File: src/spiPkg.sv
package spiPkg;

	typedef logic [5:0] ioAddrT;	// I/O space word address
	typedef logic [7:0] byteT;

	//********************
	// Control register bit positions
	//********************
	typedef enum int unsigned {
		spr0Bit = 0,	// Clock rate select, low bit
		spr1Bit = 1,
		cphaBit = 2,
		cpolBit = 3,
		mstrBit = 4,
		dordBit = 5,	// Set for LSB first
		speBit  = 6,
		spieBit = 7
	} ctrlBitE;

	//********************
	// Status register bit positions
	//********************
	typedef enum int unsigned {
		spi2xBit = 0,
		wcolBit  = 6,
		spifBit  = 7
	} statusBitE;

	// Default I/O map
	localparam ioAddrT defaultSpcrAddr = 6'h2C;
	localparam ioAddrT defaultSpsrAddr = 6'h2D;
	localparam ioAddrT defaultSpdrAddr = 6'h2E;
	localparam ioAddrT defaultIrqAddr  = 6'h11;	// Interrupt vector slot

endpackage
File: src/spiTop.sv
module spiTop #(
	parameter spiPkg::ioAddrT spcrAddr = spiPkg::defaultSpcrAddr,
	parameter spiPkg::ioAddrT spsrAddr = spiPkg::defaultSpsrAddr,
	parameter spiPkg::ioAddrT spdrAddr = spiPkg::defaultSpdrAddr,
	parameter spiPkg::ioAddrT irqAddr  = spiPkg::defaultIrqAddr
) (
	input  logic           cp2,
	input  logic           irst,
	// I/O bus
	input  spiPkg::ioAddrT ioAddr_i,
	input  logic           ioRe_i,
	input  logic           ioWe_i,
	input  spiPkg::byteT   dbus_i,
	output spiPkg::byteT   dbus_o,
	output logic           outEn_o,
	// Serial lines
	input  logic           miso_i,
	input  logic           mosi_i,
	input  logic           sck_i,
	input  logic           ss_i,
	output logic           sckO_o,
	output logic           mosiO_o,
	output logic           misoO_o,
	// Interrupt
	output logic           spiIrq_o,
	input  spiPkg::ioAddrT irqAckAddr_i,
	input  logic           irqAck_i
);

	spiPkg::byteT ctrl;
	spiPkg::byteT rxData;
	logic         spi2x;
	logic         spcrWr;
	logic         spdrWr;
	logic         spdrAcc;
	logic         spsrRd;
	logic         trStart;
	logic         spif;
	logic         wcol;
	logic         masterBusy;
	logic         masterDone;
	logic         mstSample;
	logic         mstShift;
	logic         slaveBusy;
	logic         slaveDone;
	logic         slvSample;
	logic         slvShift;

	//********************
	// Bus side
	//********************
	spiControlRegs #(
		.spcrAddr(spcrAddr),
		.spsrAddr(spsrAddr),
		.spdrAddr(spdrAddr)
	) i_controlRegs (
		.cp2      (cp2),
		.irst     (irst),
		.ioAddr_i (ioAddr_i),
		.ioRe_i   (ioRe_i),
		.ioWe_i   (ioWe_i),
		.dbus_i   (dbus_i),
		.ss_i     (ss_i),
		.spif_i   (spif),
		.wcol_i   (wcol),
		.rxData_i (rxData),
		.ctrl_o   (ctrl),
		.spi2x_o  (spi2x),
		.spcrWr_o (spcrWr),
		.spdrWr_o (spdrWr),
		.spdrAcc_o(spdrAcc),
		.spsrRd_o (spsrRd),
		.trStart_o(trStart),
		.dbus_o   (dbus_o),
		.outEn_o  (outEn_o)
	);

	spiStatusFlags #(
		.irqAddr(irqAddr)
	) i_statusFlags (
		.cp2         (cp2),
		.irst        (irst),
		.spie_i      (ctrl[spiPkg::spieBit]),
		.spe_i       (ctrl[spiPkg::speBit]),
		.mstr_i      (ctrl[spiPkg::mstrBit]),
		.ss_i        (ss_i),
		.spsrRd_i    (spsrRd),
		.spdrWr_i    (spdrWr),
		.spdrAcc_i   (spdrAcc),
		.masterBusy_i(masterBusy),
		.masterDone_i(masterDone),
		.slaveBusy_i (slaveBusy),
		.slaveDone_i (slaveDone),
		.slvSample_i (slvSample),
		.irqAckAddr_i(irqAckAddr_i),
		.irqAck_i    (irqAck_i),
		.spif_o      (spif),
		.wcol_o      (wcol),
		.spiIrq_o    (spiIrq_o)
	);

	//********************
	// Serial side
	//********************
	spiMaster i_master (
		.cp2         (cp2),
		.irst        (irst),
		.ctrl_i      (ctrl),
		.spi2x_i     (spi2x),
		.spcrWr_i    (spcrWr),
		.cpolWr_i    (dbus_i[spiPkg::cpolBit]),
		.trStart_i   (trStart),
		.sckO_o      (sckO_o),
		.masterBusy_o(masterBusy),
		.masterDone_o(masterDone),
		.mstSample_o (mstSample),
		.mstShift_o  (mstShift)
	);

	spiSlave i_slave (
		.cp2        (cp2),
		.irst       (irst),
		.mstr_i     (ctrl[spiPkg::mstrBit]),
		.cpol_i     (ctrl[spiPkg::cpolBit]),
		.cpha_i     (ctrl[spiPkg::cphaBit]),
		.sck_i      (sck_i),
		.ss_i       (ss_i),
		.slaveBusy_o(slaveBusy),
		.slaveDone_o(slaveDone),
		.slvSample_o(slvSample),
		.slvShift_o (slvShift)
	);

	spiShifter i_shifter (
		.cp2         (cp2),
		.irst        (irst),
		.mstr_i      (ctrl[spiPkg::mstrBit]),
		.dord_i      (ctrl[spiPkg::dordBit]),
		.cpha_i      (ctrl[spiPkg::cphaBit]),
		.trStart_i   (trStart),
		.dbus_i      (dbus_i),
		.miso_i      (miso_i),
		.mosi_i      (mosi_i),
		.mstSample_i (mstSample),
		.mstShift_i  (mstShift),
		.masterBusy_i(masterBusy),
		.masterDone_i(masterDone),
		.slvSample_i (slvSample),
		.slvShift_i  (slvShift),
		.slaveBusy_i (slaveBusy),
		.slaveDone_i (slaveDone),
		.mosiO_o     (mosiO_o),
		.misoO_o     (misoO_o),
		.rxData_o    (rxData)
	);

endmodule

File: src/spiShifter.sv
module spiShifter (
	input  logic         cp2,
	input  logic         irst,
	input  logic         mstr_i,
	input  logic         dord_i,
	input  logic         cpha_i,
	input  logic         trStart_i,
	input  spiPkg::byteT dbus_i,
	input  logic         miso_i,
	input  logic         mosi_i,
	input  logic         mstSample_i,
	input  logic         mstShift_i,
	input  logic         masterBusy_i,
	input  logic         masterDone_i,
	input  logic         slvSample_i,
	input  logic         slvShift_i,
	input  logic         slaveBusy_i,
	input  logic         slaveDone_i,
	output logic         mosiO_o,
	output logic         misoO_o,
	output spiPkg::byteT rxData_o
);

	spiPkg::byteT shiftReg;
	spiPkg::byteT rxResult;
	spiPkg::byteT rxData;
	logic         tmpIn;	// Bit taken on the last sampling edge
	logic         updRx;
	logic         loadEn;
	logic         shiftEn;
	logic         xferDone;

	function automatic spiPkg::byteT revByte(input spiPkg::byteT value);
		spiPkg::byteT result;
		for (int i = 0; i < 8; i++) begin
			result[i] = value[7 - i];
		end
		return result;
	endfunction

	assign xferDone = mstr_i ? masterDone_i : slaveDone_i;
	assign loadEn   = trStart_i & ~masterBusy_i & ~slaveBusy_i & ~(~mstr_i & slvSample_i);
	assign shiftEn  = mstr_i ? (masterBusy_i & mstShift_i) : (slaveBusy_i & slvShift_i);

	// Slave CPHA 1 ends on a sample with the last bit still in tmpIn
	assign rxResult = (~mstr_i & cpha_i) ? {shiftReg[6:0], tmpIn} : shiftReg;

	always_ff @(posedge cp2) begin
		if (!irst) begin
			shiftReg <= '1;
			updRx    <= 1'b0;
		end else begin
			updRx <= xferDone;
			if (loadEn) begin
				shiftReg <= dord_i ? revByte(dbus_i) : dbus_i;
			end else if (mstr_i & updRx) begin
				shiftReg[7] <= 1'b1;	// MOSI idles high
			end else if (shiftEn) begin
				shiftReg <= {shiftReg[6:0], tmpIn};
			end
		end
	end

	// Input bit latch and receive buffer
	always_ff @(posedge cp2) begin
		if (mstr_i & mstSample_i) begin
			tmpIn <= miso_i;
		end else if (~mstr_i & slvSample_i) begin
			tmpIn <= mosi_i;
		end
		if (updRx) begin
			rxData <= dord_i ? revByte(rxResult) : rxResult;
		end
	end

	assign mosiO_o  = shiftReg[7];
	assign misoO_o  = shiftReg[7];
	assign rxData_o = rxData;

endmodule

File: src/spiSlave.sv
module spiSlave (
	input  logic cp2,
	input  logic irst,
	input  logic mstr_i,
	input  logic cpol_i,
	input  logic cpha_i,
	input  logic sck_i,
	input  logic ss_i,
	output logic slaveBusy_o,
	output logic slaveDone_o,
	output logic slvSample_o,
	output logic slvShift_o
);

	typedef enum logic [3:0] {
		slvIdle,
		slvB0i,	// CPHA 0 lead-in after the first sample
		slvB0,
		slvB1,
		slvB2,
		slvB3,
		slvB4,
		slvB5,
		slvB6,
		slvB6w	// CPHA 1 wait for the last sample
	} slvStateT;

	slvStateT state;
	slvStateT stateNext;
	logic     sckPrev;
	logic     sckRise;
	logic     sckFall;
	logic     sampleEdge;
	logic     shiftEdge;

	assign sckRise = ~sckPrev & sck_i;
	assign sckFall = sckPrev & ~sck_i;

	// Modes 0 and 3 sample on the rising edge
	assign sampleEdge  = (cpol_i == cpha_i) ? sckRise : sckFall;
	assign shiftEdge   = (cpol_i == cpha_i) ? sckFall : sckRise;
	assign slvSample_o = sampleEdge & ~ss_i;
	assign slvShift_o  = shiftEdge & ~ss_i;

	always_comb begin
		stateNext = state;
		if (!ss_i) begin
			case (state)
				slvIdle: begin
					if (!mstr_i) begin
						if (cpha_i && slvShift_o) begin
							stateNext = slvB0;
						end else if (!cpha_i && slvSample_o) begin
							stateNext = slvB0i;
						end
					end
				end
				slvB6: begin
					if (slvShift_o) begin
						stateNext = cpha_i ? slvB6w : slvIdle;
					end
				end
				slvB6w: begin
					if (slvSample_o) begin
						stateNext = slvIdle;
					end
				end
				default: begin
					if (slvShift_o) begin
						stateNext = slvStateT'(state + 4'd1);
					end
				end
			endcase
		end
	end

	assign slaveBusy_o = (state != slvIdle);
	assign slaveDone_o = slaveBusy_o & (stateNext == slvIdle);

	always_ff @(posedge cp2) begin
		if (!irst) begin
			state   <= slvIdle;
			sckPrev <= 1'b0;
		end else begin
			state   <= stateNext;
			sckPrev <= sck_i;
		end
	end

endmodule

File: src/spiMaster.sv
module spiMaster (
	input  logic         cp2,
	input  logic         irst,
	input  spiPkg::byteT ctrl_i,
	input  logic         spi2x_i,
	input  logic         spcrWr_i,
	input  logic         cpolWr_i,
	input  logic         trStart_i,
	output logic         sckO_o,
	output logic         masterBusy_o,
	output logic         masterDone_o,
	output logic         mstSample_o,
	output logic         mstShift_o
);

	typedef enum logic [3:0] {
		mstIdle,
		mstB0,
		mstB1,
		mstB2,
		mstB3,
		mstB4,
		mstB5,
		mstB6,
		mstB7
	} mstStateT;

	mstStateT   state;
	mstStateT   stateNext;
	logic [5:0] divCnt;
	logic [5:0] divLimit;
	logic       divToggle;
	logic       halfSel;	// Second half of the bit period
	logic       sckReg;
	logic       sckNext;
	logic       startXfer;
	logic       cpol;
	logic       cpha;

	assign cpol         = ctrl_i[spiPkg::cpolBit];
	assign cpha         = ctrl_i[spiPkg::cphaBit];
	assign startXfer    = trStart_i & ctrl_i[spiPkg::mstrBit] & (state == mstIdle);
	assign masterBusy_o = (state != mstIdle);

	// Terminal count of the half-period counter
	always_comb begin
		case ({spi2x_i, ctrl_i[spiPkg::spr1Bit], ctrl_i[spiPkg::spr0Bit]})
			3'b000:  divLimit = 6'd1;	// fosc/4
			3'b001:  divLimit = 6'd7;	// fosc/16
			3'b010:  divLimit = 6'd31;	// fosc/64
			3'b011:  divLimit = 6'd63;	// fosc/128
			3'b100:  divLimit = 6'd0;	// fosc/2
			3'b101:  divLimit = 6'd3;	// fosc/8
			3'b110:  divLimit = 6'd15;	// fosc/32
			default: divLimit = 6'd31;	// fosc/64
		endcase
	end

	assign divToggle    = masterBusy_o & (divCnt == divLimit);
	assign mstShift_o   = divToggle & halfSel;
	assign masterDone_o = mstShift_o & (state == mstB7);

	// Bit FSM advances at the end of each full bit period
	always_comb begin
		stateNext = state;
		if (startXfer) begin
			stateNext = mstB0;
		end else if (mstShift_o) begin
			if (state == mstB7) begin
				stateNext = mstIdle;
			end else begin
				stateNext = mstStateT'(state + 4'd1);
			end
		end
	end

	//********************
	// Serial clock
	//********************
	always_comb begin
		sckNext = sckReg;
		if (spcrWr_i) begin
			sckNext = cpolWr_i;	// Idle level follows CPOL
		end else if (startXfer & cpha) begin
			sckNext = ~cpol;	// Leading edge at start
		end else if (masterDone_o) begin
			sckNext = cpol;	// Park
		end else if (divToggle) begin
			sckNext = ~sckReg;
		end
	end

	// Rising edge samples when CPOL equals CPHA, falling edge otherwise
	assign mstSample_o = divToggle & (sckNext != sckReg) & (sckNext == (cpol ~^ cpha));

	always_ff @(posedge cp2) begin
		if (!irst) begin
			state   <= mstIdle;
			divCnt  <= '0;
			halfSel <= 1'b0;
			sckReg  <= 1'b0;
		end else begin
			state  <= stateNext;
			sckReg <= sckNext;
			if (startXfer) begin
				divCnt  <= '0;
				halfSel <= 1'b0;
			end else if (divToggle) begin
				divCnt  <= '0;
				halfSel <= ~halfSel;
			end else if (masterBusy_o) begin
				divCnt <= divCnt + 6'd1;
			end
		end
	end

	assign sckO_o = sckReg;

endmodule

File: src/spiStatusFlags.sv
module spiStatusFlags #(
	parameter spiPkg::ioAddrT irqAddr = spiPkg::defaultIrqAddr
) (
	input  logic           cp2,
	input  logic           irst,
	input  logic           spie_i,
	input  logic           spe_i,
	input  logic           mstr_i,
	input  logic           ss_i,
	input  logic           spsrRd_i,
	input  logic           spdrWr_i,
	input  logic           spdrAcc_i,
	input  logic           masterBusy_i,
	input  logic           masterDone_i,
	input  logic           slaveBusy_i,
	input  logic           slaveDone_i,
	input  logic           slvSample_i,
	input  spiPkg::ioAddrT irqAckAddr_i,
	input  logic           irqAck_i,
	output logic           spif_o,
	output logic           wcol_o,
	output logic           spiIrq_o
);

	logic spifReg;
	logic wcolReg;
	logic spifClrArmed;	// Status read seen and waiting for data access
	logic wcolClrArmed;
	logic xferEnd;
	logic modeFault;
	logic busy;
	logic wcolSet;
	logic irqAckHit;

	assign xferEnd   = mstr_i ? masterDone_i : slaveDone_i;
	assign modeFault = mstr_i & ~ss_i;
	// A slave counts as busy from its first sampling edge
	assign busy      = mstr_i ? masterBusy_i : (slaveBusy_i | slvSample_i);
	assign wcolSet   = spdrWr_i & busy;
	assign irqAckHit = irqAck_i & (irqAckAddr_i == irqAddr);

	always_ff @(posedge cp2) begin
		if (!irst) begin
			spifReg      <= 1'b0;
			wcolReg      <= 1'b0;
			spifClrArmed <= 1'b0;
			wcolClrArmed <= 1'b0;
		end else begin
			//********************
			// SPIF and its clear sequence
			//********************
			if (!spifReg) begin
				if (xferEnd | modeFault) begin
					spifReg <= 1'b1;
				end
			end else if ((spdrAcc_i & spifClrArmed) | irqAckHit) begin
				spifReg <= 1'b0;
			end
			if (!spifClrArmed) begin
				if (spsrRd_i & spifReg & spe_i) begin
					spifClrArmed <= 1'b1;
				end
			end else if (spdrAcc_i) begin
				spifClrArmed <= 1'b0;
			end
			//********************
			// WCOL and its clear sequence
			//********************
			if (!wcolReg) begin
				if (wcolSet) begin
					wcolReg <= 1'b1;
				end
			end else if (spdrAcc_i & wcolClrArmed & ~wcolSet) begin
				wcolReg <= 1'b0;	// A new collision keeps it set
			end
			if (!wcolClrArmed) begin
				if (spsrRd_i & wcolReg) begin
					wcolClrArmed <= 1'b1;
				end
			end else if (spdrAcc_i) begin
				wcolClrArmed <= 1'b0;
			end
		end
	end

	assign spif_o   = spifReg;
	assign wcol_o   = wcolReg;
	assign spiIrq_o = spie_i & spifReg;

endmodule

File: src/spiControlRegs.sv
module spiControlRegs #(
	parameter spiPkg::ioAddrT spcrAddr = spiPkg::defaultSpcrAddr,
	parameter spiPkg::ioAddrT spsrAddr = spiPkg::defaultSpsrAddr,
	parameter spiPkg::ioAddrT spdrAddr = spiPkg::defaultSpdrAddr
) (
	input  logic           cp2,
	input  logic           irst,
	input  spiPkg::ioAddrT ioAddr_i,
	input  logic           ioRe_i,
	input  logic           ioWe_i,
	input  spiPkg::byteT   dbus_i,
	input  logic           ss_i,
	input  logic           spif_i,
	input  logic           wcol_i,
	input  spiPkg::byteT   rxData_i,
	output spiPkg::byteT   ctrl_o,
	output logic           spi2x_o,
	output logic           spcrWr_o,
	output logic           spdrWr_o,
	output logic           spdrAcc_o,
	output logic           spsrRd_o,
	output logic           trStart_o,
	output spiPkg::byteT   dbus_o,
	output logic           outEn_o
);

	logic         spcrSel;
	logic         spsrSel;
	logic         spdrSel;
	logic         spsrWr;
	logic         spi2xReg;
	spiPkg::byteT ctrlReg;
	spiPkg::byteT statusByte;

	// Address decode
	assign spcrSel = (ioAddr_i == spcrAddr);
	assign spsrSel = (ioAddr_i == spsrAddr);
	assign spdrSel = (ioAddr_i == spdrAddr);

	assign spcrWr_o  = spcrSel & ioWe_i;
	assign spsrWr    = spsrSel & ioWe_i;	// Only SPI2X is writable
	assign spsrRd_o  = spsrSel & ioRe_i;
	assign spdrWr_o  = spdrSel & ioWe_i;
	assign spdrAcc_o = spdrSel & (ioRe_i | ioWe_i);
	assign trStart_o = spdrWr_o & ctrlReg[spiPkg::speBit];

	always_ff @(posedge cp2) begin
		if (!irst) begin
			ctrlReg  <= '0;
			spi2xReg <= 1'b0;
		end else begin
			if (spcrWr_o) begin
				ctrlReg <= dbus_i;
			end
			// Mode fault drops a master back to slave
			if (ctrlReg[spiPkg::mstrBit] && !ss_i) begin
				ctrlReg[spiPkg::mstrBit] <= 1'b0;
			end
			if (spsrWr) begin
				spi2xReg <= dbus_i[spiPkg::spi2xBit];
			end
		end
	end

	always_comb begin
		statusByte = '0;	// Unused bits read as zero
		statusByte[spiPkg::spifBit]  = spif_i;
		statusByte[spiPkg::wcolBit]  = wcol_i;
		statusByte[spiPkg::spi2xBit] = spi2xReg;
	end

	// Read multiplexer
	always_comb begin
		dbus_o  = '0;
		outEn_o = 1'b0;
		if (spcrSel) begin
			dbus_o  = ctrlReg;
			outEn_o = ioRe_i;
		end else if (spsrSel) begin
			dbus_o  = statusByte;
			outEn_o = ioRe_i;
		end else if (spdrSel) begin
			dbus_o  = rxData_i;
			outEn_o = ioRe_i;
		end
	end

	assign ctrl_o  = ctrlReg;
	assign spi2x_o = spi2xReg;

endmodule

File: config.mk
export PLATFORM = sky130hd
export DESIGN_NAME = spiTop
export DESIGN_NICKNAME = d
export VERILOG_FILES = /design/src/spiPkg.sv /design/src/spiTop.sv /design/src/spiShifter.sv /design/src/spiSlave.sv /design/src/spiMaster.sv /design/src/spiStatusFlags.sv /design/src/spiControlRegs.sv
export SDC_FILE = /design/constraint.sdc
export NUM_CORES = 1
export LEC_CHECK = 0
export BUFFER_PORTS_ARGS = -buffer_cell sky130_fd_sc_hd__buf_2
export CAP_MARGIN = 20
export CORE_ASPECT_RATIO = 0.5
export CORE_MARGIN = 4
export CORE_UTILIZATION = 59
export DETAILED_ROUTE_END_ITERATION = 10
export GPL_ROUTABILITY_DRIVEN = 0
export PLACE_DENSITY = 0.86
export SLEW_MARGIN = 15
export SYNTH_ARGS = -nofsm -noshare
export SYNTH_HDL_FRONTEND = slang
export SYNTH_HIERARCHICAL = 1
export SYNTH_SLANG_ARGS = --single-unit
File: constraint.sdc
create_clock -name cp2 -period 3 [get_ports cp2]
set_clock_uncertainty 0.2 [all_clocks]
set_input_delay 0.45 -clock cp2 [delete_from_list [all_inputs] [get_ports cp2]]
set_output_delay 0.45 -clock cp2 [all_outputs]
set_load 0.1 [all_outputs]
Yosys cells after proc, flatten, opt, wreduce, memory -nomap -nowiden
Index checks and enable logic that the tools add are counted.
{"block": "classes", "n_div": 0, "n_mux": 48, "n_shift": 0, "n_reduce_logical": 19, "add_sub_neg": 3, "multipliers": 0, "n_eq_ne": 17, "bitwise_logic": 55, "n_lt_le_gt_ge": 0}
{"op": "$mux 8", "n": 8}
{"op": "$and 1x1->1", "n": 38}
{"op": "$mux 4", "n": 9}
{"op": "$pmux 6 s6", "n": 1}
{"op": "$mux 1", "n": 28}
{"op": "$eq 6x6->1 const B", "n": 3}
{"op": "$eq 4x4->1 const B", "n": 3}
{"op": "$logic_not 4->1", "n": 3}
{"op": "$not 1->1", "n": 12}
{"op": "$pmux 4 s3", "n": 1}
{"op": "$eq 3x3->1 const B", "n": 3}
{"op": "$add 4x1->4 const B", "n": 2}
{"op": "$reduce_bool 4->1", "n": 2}
{"op": "$mux 7", "n": 1}
{"op": "$add 6x1->6 const B", "n": 1}
{"op": "$eq 6x5->1 const B", "n": 1}
{"op": "$eq 6x6->1", "n": 1}
{"op": "$reduce_bool 2->1", "n": 3}
{"op": "$or 1x1->1", "n": 4}
{"op": "$reduce_or 2->1", "n": 2}
{"op": "$eq 3x1->1 const B", "n": 1}
{"op": "$eq 3x2->1 const B", "n": 1}
{"op": "$logic_and 1x1->1", "n": 3}
{"op": "$logic_not 3->1", "n": 1}
{"op": "8 further kinds", "n": 10}
{"block": "word_totals", "inputBits": 29, "rom_bits": 0, "ram_bits": 0, "out_inout_bits": 13, "regBits": 48, "latch_bits": 0, "mem_count": 0}

Depth between registers and ports, before layout
{"block": "depth", "depth_word": 16, "ltp_mapped": 12, "depth_no_buf": 11}

Cells and area by module
The synthesis kept the hierarchy.
{"module": "spiShifter", "n_inst": 1, "area_each_um2": 1028.5, "seq_area_each_um2": 450.4, "cells_per_inst": 96}
{"module": "spiMaster", "n_inst": 1, "area_each_um2": 872.1, "seq_area_each_um2": 240.2, "cells_per_inst": 112}
{"module": "spiSlave", "n_inst": 1, "area_each_um2": 724.4, "seq_area_each_um2": 100.1, "cells_per_inst": 87}
{"module": "spiControlRegs", "n_inst": 1, "area_each_um2": 589.3, "seq_area_each_um2": 180.2, "cells_per_inst": 64}
{"module": "spiStatusFlags", "n_inst": 1, "area_each_um2": 211.5, "seq_area_each_um2": 80.1, "cells_per_inst": 24}

Worst setup path after synthesis
No wires, ideal clock.
{"block": "synth_timing", "kind": "input-to-output", "from": "input port ioAddr_i[4]", "to": "output port dbus_o[0]", "arrival_time_ns": 2.433, "path_slack_ns": -0.083, "cell_stages": 3, "path_cell_list": "nand4b_4 > or2_2 > o2bb2ai_1"}
{"block": "synth_via", "elab_chain_cells": 4}
{"item": "from (decl)", "line": "spiTop.sv:10", "rtl": "input spiPkg::ioAddrT ioAddr_i,"}
{"item": "$eq 6x6->1", "line": "spiControlRegs.sv:38", "rtl": "assign spdrSel = (ioAddr_i == spdrAddr);"}
{"item": "$mux 8", "line": "spiControlRegs.sv:82", "rtl": "end else if (spdrSel) begin"}
{"item": "$mux 8", "line": "spiControlRegs.sv:79", "rtl": "end else if (spsrSel) begin"}
{"item": "$mux 8 *", "line": "spiControlRegs.sv:76", "rtl": "if (spcrSel) begin"}
{"item": "to (decl)", "line": "spiTop.sv:14", "rtl": "output spiPkg::byteT dbus_o,"}
Mark *: on every way between the ends. The rest lies on a longest branch, timed or not.

Worst setup path in the final report
{"block": "layout_timing", "from": "register i_slave.sckPrev", "to": "register i_statusFlags.spifReg (netlist: i_statusFlags/spif_o)"}
{"item": "from (decl)", "line": "spiSlave.sv:30", "rtl": "logic sckPrev;"}
{"item": "from (signal assigned)", "line": "spiSlave.sv:86", "rtl": "sckPrev <= sck_i;"}
{"item": "$not 1->1", "line": "spiSlave.sv:36", "rtl": "assign sckRise = ~sckPrev & sck_i;"}
{"item": "$and 1x1->1", "line": "spiSlave.sv:36"}
{"item": "$mux 1 *", "line": "spiSlave.sv:41", "rtl": "assign shiftEdge = (cpol_i == cpha_i) ? sckFall : sckRise;"}
{"item": "$and 1x1->1 *", "line": "spiSlave.sv:43", "rtl": "assign slvShift_o = shiftEdge & ~ss_i;"}
{"item": "net slvShift", "line": "spiTop.sv:47", "rtl": "logic slvShift;"}
{"item": "$logic_and 1x1->1", "line": "spiSlave.sv:51", "rtl": "if (cpha_i && slvShift_o) begin"}
{"item": "$mux 4", "line": "spiSlave.sv:51"}
{"item": "$mux 4", "line": "spiSlave.sv:50", "rtl": "if (!mstr_i) begin"}
{"item": "$pmux 4 s3 *", "line": "spiSlave.sv:48", "rtl": "case (state)"}
{"item": "$mux 4 *", "line": "spiSlave.sv:47", "rtl": "if (!ss_i) begin"}
{"item": "$logic_not 4->1 *", "line": "spiSlave.sv:78", "rtl": "assign slaveDone_o = slaveBusy_o & (stateNext == slvIdle);"}
{"item": "$and 1x1->1 *", "line": "spiSlave.sv:78"}
{"item": "net slaveDone", "line": "spiTop.sv:45", "rtl": "logic slaveDone;"}
{"item": "$mux 1 *", "line": "spiStatusFlags.sv:35", "rtl": "assign xferEnd = mstr_i ? masterDone_i : slaveDone_i;"}
{"item": "$or 1x1->1 *", "line": "spiStatusFlags.sv:53", "rtl": "if (xferEnd | modeFault) begin"}
{"item": "$mux 1 *", "line": "spiStatusFlags.sv:53"}
{"item": "$mux 1 *", "line": "spiStatusFlags.sv:52", "rtl": "if (!spifReg) begin"}
{"item": "to (signal assigned)", "line": "spiStatusFlags.sv:44", "rtl": "spifReg <= 1'b0;"}
{"item": "to (signal assigned)", "line": "spiStatusFlags.sv:54", "rtl": "spifReg <= 1'b1;"}
{"item": "to (signal assigned)", "line": "spiStatusFlags.sv:57", "rtl": "spifReg <= 1'b0;"}
{"item": "to (decl)", "line": "spiStatusFlags.sv:25", "rtl": "logic spifReg;"}
Mark *: on every way through the listed nets, which the timed path passes. The rest lies on a longest branch.
A chain may end at the register's enable or synchronous reset.

==> run metrics <==
largest family of logic cells by synthesized area simple AND/OR/NAND/NOR gates; Horiz. Die Dim 116 um; Synth top area share 22.8%; first-pass GRT wire length approximately 14 mm; Die ar. 7160 sq um; chip height 61.9 um; R2R setup slack 170 ps; Max VDD drop 0.217 mV; outcome finished, final reports clean; worst hold slack around 230 ps; CP required 3040 ps; clock root buffer clkbuf_16; initial antenna violation count 0; most frequent cells in the layout buf_2 (41), nand2_1 (39), mux2i_1 (38), dfxtp_1 (38), nor2_1 (24); most common cell after layout, fill and taps aside buf_2; hpwl dp between 6 and 7 mm; Warnings, synthesis 6; H-tree Lvls 2; Critical R2R Capture i_statusFlags/spif_o; pre-CTS WS 24.6 ps; library cells used by synthesis 76; Synth Net Count between 400 and 500; gr ovfl total 0; simple-gate share of the synthesized area 24.0%; Routed WL 8.96 mm; # hold bufs at CTS 0; CP Class flop to flop; Period minus WS final 2830 ps; Post-CTS Resized 0; reg2reg start i_slave/sckPrev; proportion of layout cells with a drive suffix above 1 21.8%; Register-to-Register Path Depth 10; Initial Util 61.8%; endpoint class of the critical path flop; largest net degree at the start of global routing 22; first drt pass iteration count 5; Layout Nets 461; Area growth, synth to finish 13.0%; drt wl/cell around 18 um; vias in the first global route 3080; Placed Area 3710 sq um; HP Class input port to flop; Setup Buffers After CTS 0; Cell Area, Synth 3430 sq um; hold_sp dbus_i[5]; Max Cap Viol 0; Clock transition at path regs 60 ps; Synth area leader dfxtp_1; Final Setup Violations 0; Final WS setup 167 ps; crit start category flop; Synth Instances 383; CTS Buf Count 5; mux share of post-synthesis cell area 12.7%; Post-Synth XOR/XNOR Area 2.59%; Max-Slew Margin vs Limit 67.6%; Clk pwr share 40.8%; Longest Clk Path Bufs 2; Slew @ Worst Pin roughly 490 ps; internal power 1.10 mW; CP Data Arrival Time 2870 ps; FMAX 0.353 GHz; Post-Synth Adder-Cell Area 2.19%; CTS tree done; Overall Global Routing Usage roughly a quarter; Hold EP i_controlRegs/ctrl_o[5]; # port buffers between 40 and 50; PD cells around 380 nW/um^2; worst skew pair latency approximately 290 ps; I/O pin cnt 42; post-synthesis sequential area ratio 30.7%; final instance area just under 4000 sq um; Primary FF master, synth dfxtp_1; Synth Area in Compound Gates 21.5%; EDFF count, synth 9; synthesis-stage register bit count 48; vias 3267; TritonCTS Sinks 48; Detail Route Antenna Nets 0; setup TNS 0 ps; RSZ-0062 raised after global routing no; Pins Over Slew Limit 0; Static Leak 1.53 nW; Final Hold Viols 0; Async SR Flop Fraction 0%; Flop pwr share a little under half; Sw Share 25.3%; synth top area cells dfxtp_1 (23%), mux2i_1 (11%), edfxtp_1 (7.9%); DR vias/cell 6.55; sw power 0.373 mW; Diodes inserted 0; fin crit share 94.4%; placeable core area 5540 sq um; initial DRC count 343; DRC 0; critical path fanouts, max 10; hold-critical path depth 3; combinational power share 13.0%; final core utilization 69.9%; row count 19; syn_area_per_cell between 8 and 9 sq um
-- through the flow --
stage	power, mW	instances
2_1_floorplan	0.816	383
3_3_place_gp	0.871	492
3_5_place_dp	0.880	492
4_1_cts	1.47	499
5_1_grt	1.52	499
6_report	1.48	499
-- worst max-delay path, cell delays in order (launching register included) --
cell and delay (ps):
dfxtp_2 400, or3b_1 390, mux2_4 310, inv_4 100
mux2_4 290, mux2i_1 180, a2bb2oi_2 170, and4b_1 240
nor2_1 60, nor4b_1 300, a41o_1 140
-- flip-flops by register name, summed over array words and instances (netlist names) --
register,cells
i_shifter/tmpIn,1
i_statusFlags/wcol_o,1
i_shifter/rxData_o,8
i_master/halfSel,1
i_master/sckO_o,1
i_controlRegs/spi2x_o,1
i_master/state,4
i_slave/state,4
i_master/divCnt,6
i_statusFlags/wcolClrArmed,1
i_statusFlags/spifClrArmed,1
i_controlRegs/ctrl_o,8
i_statusFlags/spif_o,1
i_slave/sckPrev,1
i_shifter/shiftReg,8
i_shifter/updRx,1
-- power groups by stage --
stage / Combinational, mW / Clock [mW] / Sequential, mW
global route: 0.208 / 0.630 / 0.684
global placement: 0.175 / 0 / 0.695
floorplan: 0.121 / 0 / 0.695
finish: 0.191 / 0.602 / 0.683
detailed placement: 0.183 / 0 / 0.697
CTS: 0.185 / 0.605 / 0.682
-- per-layer routing --
metal	wire, um	global-route usage (%)	up-vias
met5	0	0	-
met4	159	8.43	0
met3	659	5.61	19
met2	4410	46.4	139
met1	3730	31.2	1583
li1	-	-	1526
-- cells in the mapped netlist (4+ instances only) --
cell / count
a211oi_1: 5
a21oi_1: 11
a22o_1: 5
a32oi_1: 10
and2_1: 5
and3_1: 5
buf_2: 7
buf_6: 6
clkbuf_1: 6
dfxtp_1: 39
edfxtp_1: 9
ha_1: 6
inv_1: 13
mux2i_1: 38
nand2_1: 39
nand2b_1: 5
nand3_1: 13
nand3b_1: 4
nand4_1: 8
nor2_1: 24
nor2b_1: 5
nor3_1: 9
o21ai_0: 22
o21ai_1: 4
or3b_1: 4
xor2_1: 4
-- worst max-delay path by stage --
| stage | start | end | slack [ps] | cells after the start |
|---|---|---|---|---|
| floorplan | ioAddr_i[4] | dbus_o[0] | -80 | 3 |
| global placement | ss_i | i_statusFlags/spif_o | 140 | 11 |
| detailed placement | ss_i | i_statusFlags/spif_o | 20 | 11 |
| CTS | i_slave/sckPrev | i_statusFlags/spif_o | 110 | 10 |
| global route | i_slave/sckPrev | i_statusFlags/spif_o | 30 | 10 |
| finish | i_slave/sckPrev | i_statusFlags/spif_o | 170 | 10 |
-- cell families (layout without fill, tap and decap cells) --
kind of cell	after synthesis	after routing
flops	48	48
mux	42	42
compound gates	94	94
xor+xnor	8	8
fa+ha+maj	6	6
simple gates	146	146
buf+inv	39	82
-- cell type report --
| class | instances | area [sq um] |
|---|---|---|
| flip-flops and latches | 48 | 1050 |
| multi-input cells | 296 | 2170 |
| well taps | 73 | 91.3 |
| inverters | 15 | 58.8 |
| clock buffers | 7 | 154 |
| repair buffers | 60 | 348 |
| fillers | 416 | 1670 |
Power figures use the tool's default switching activity.
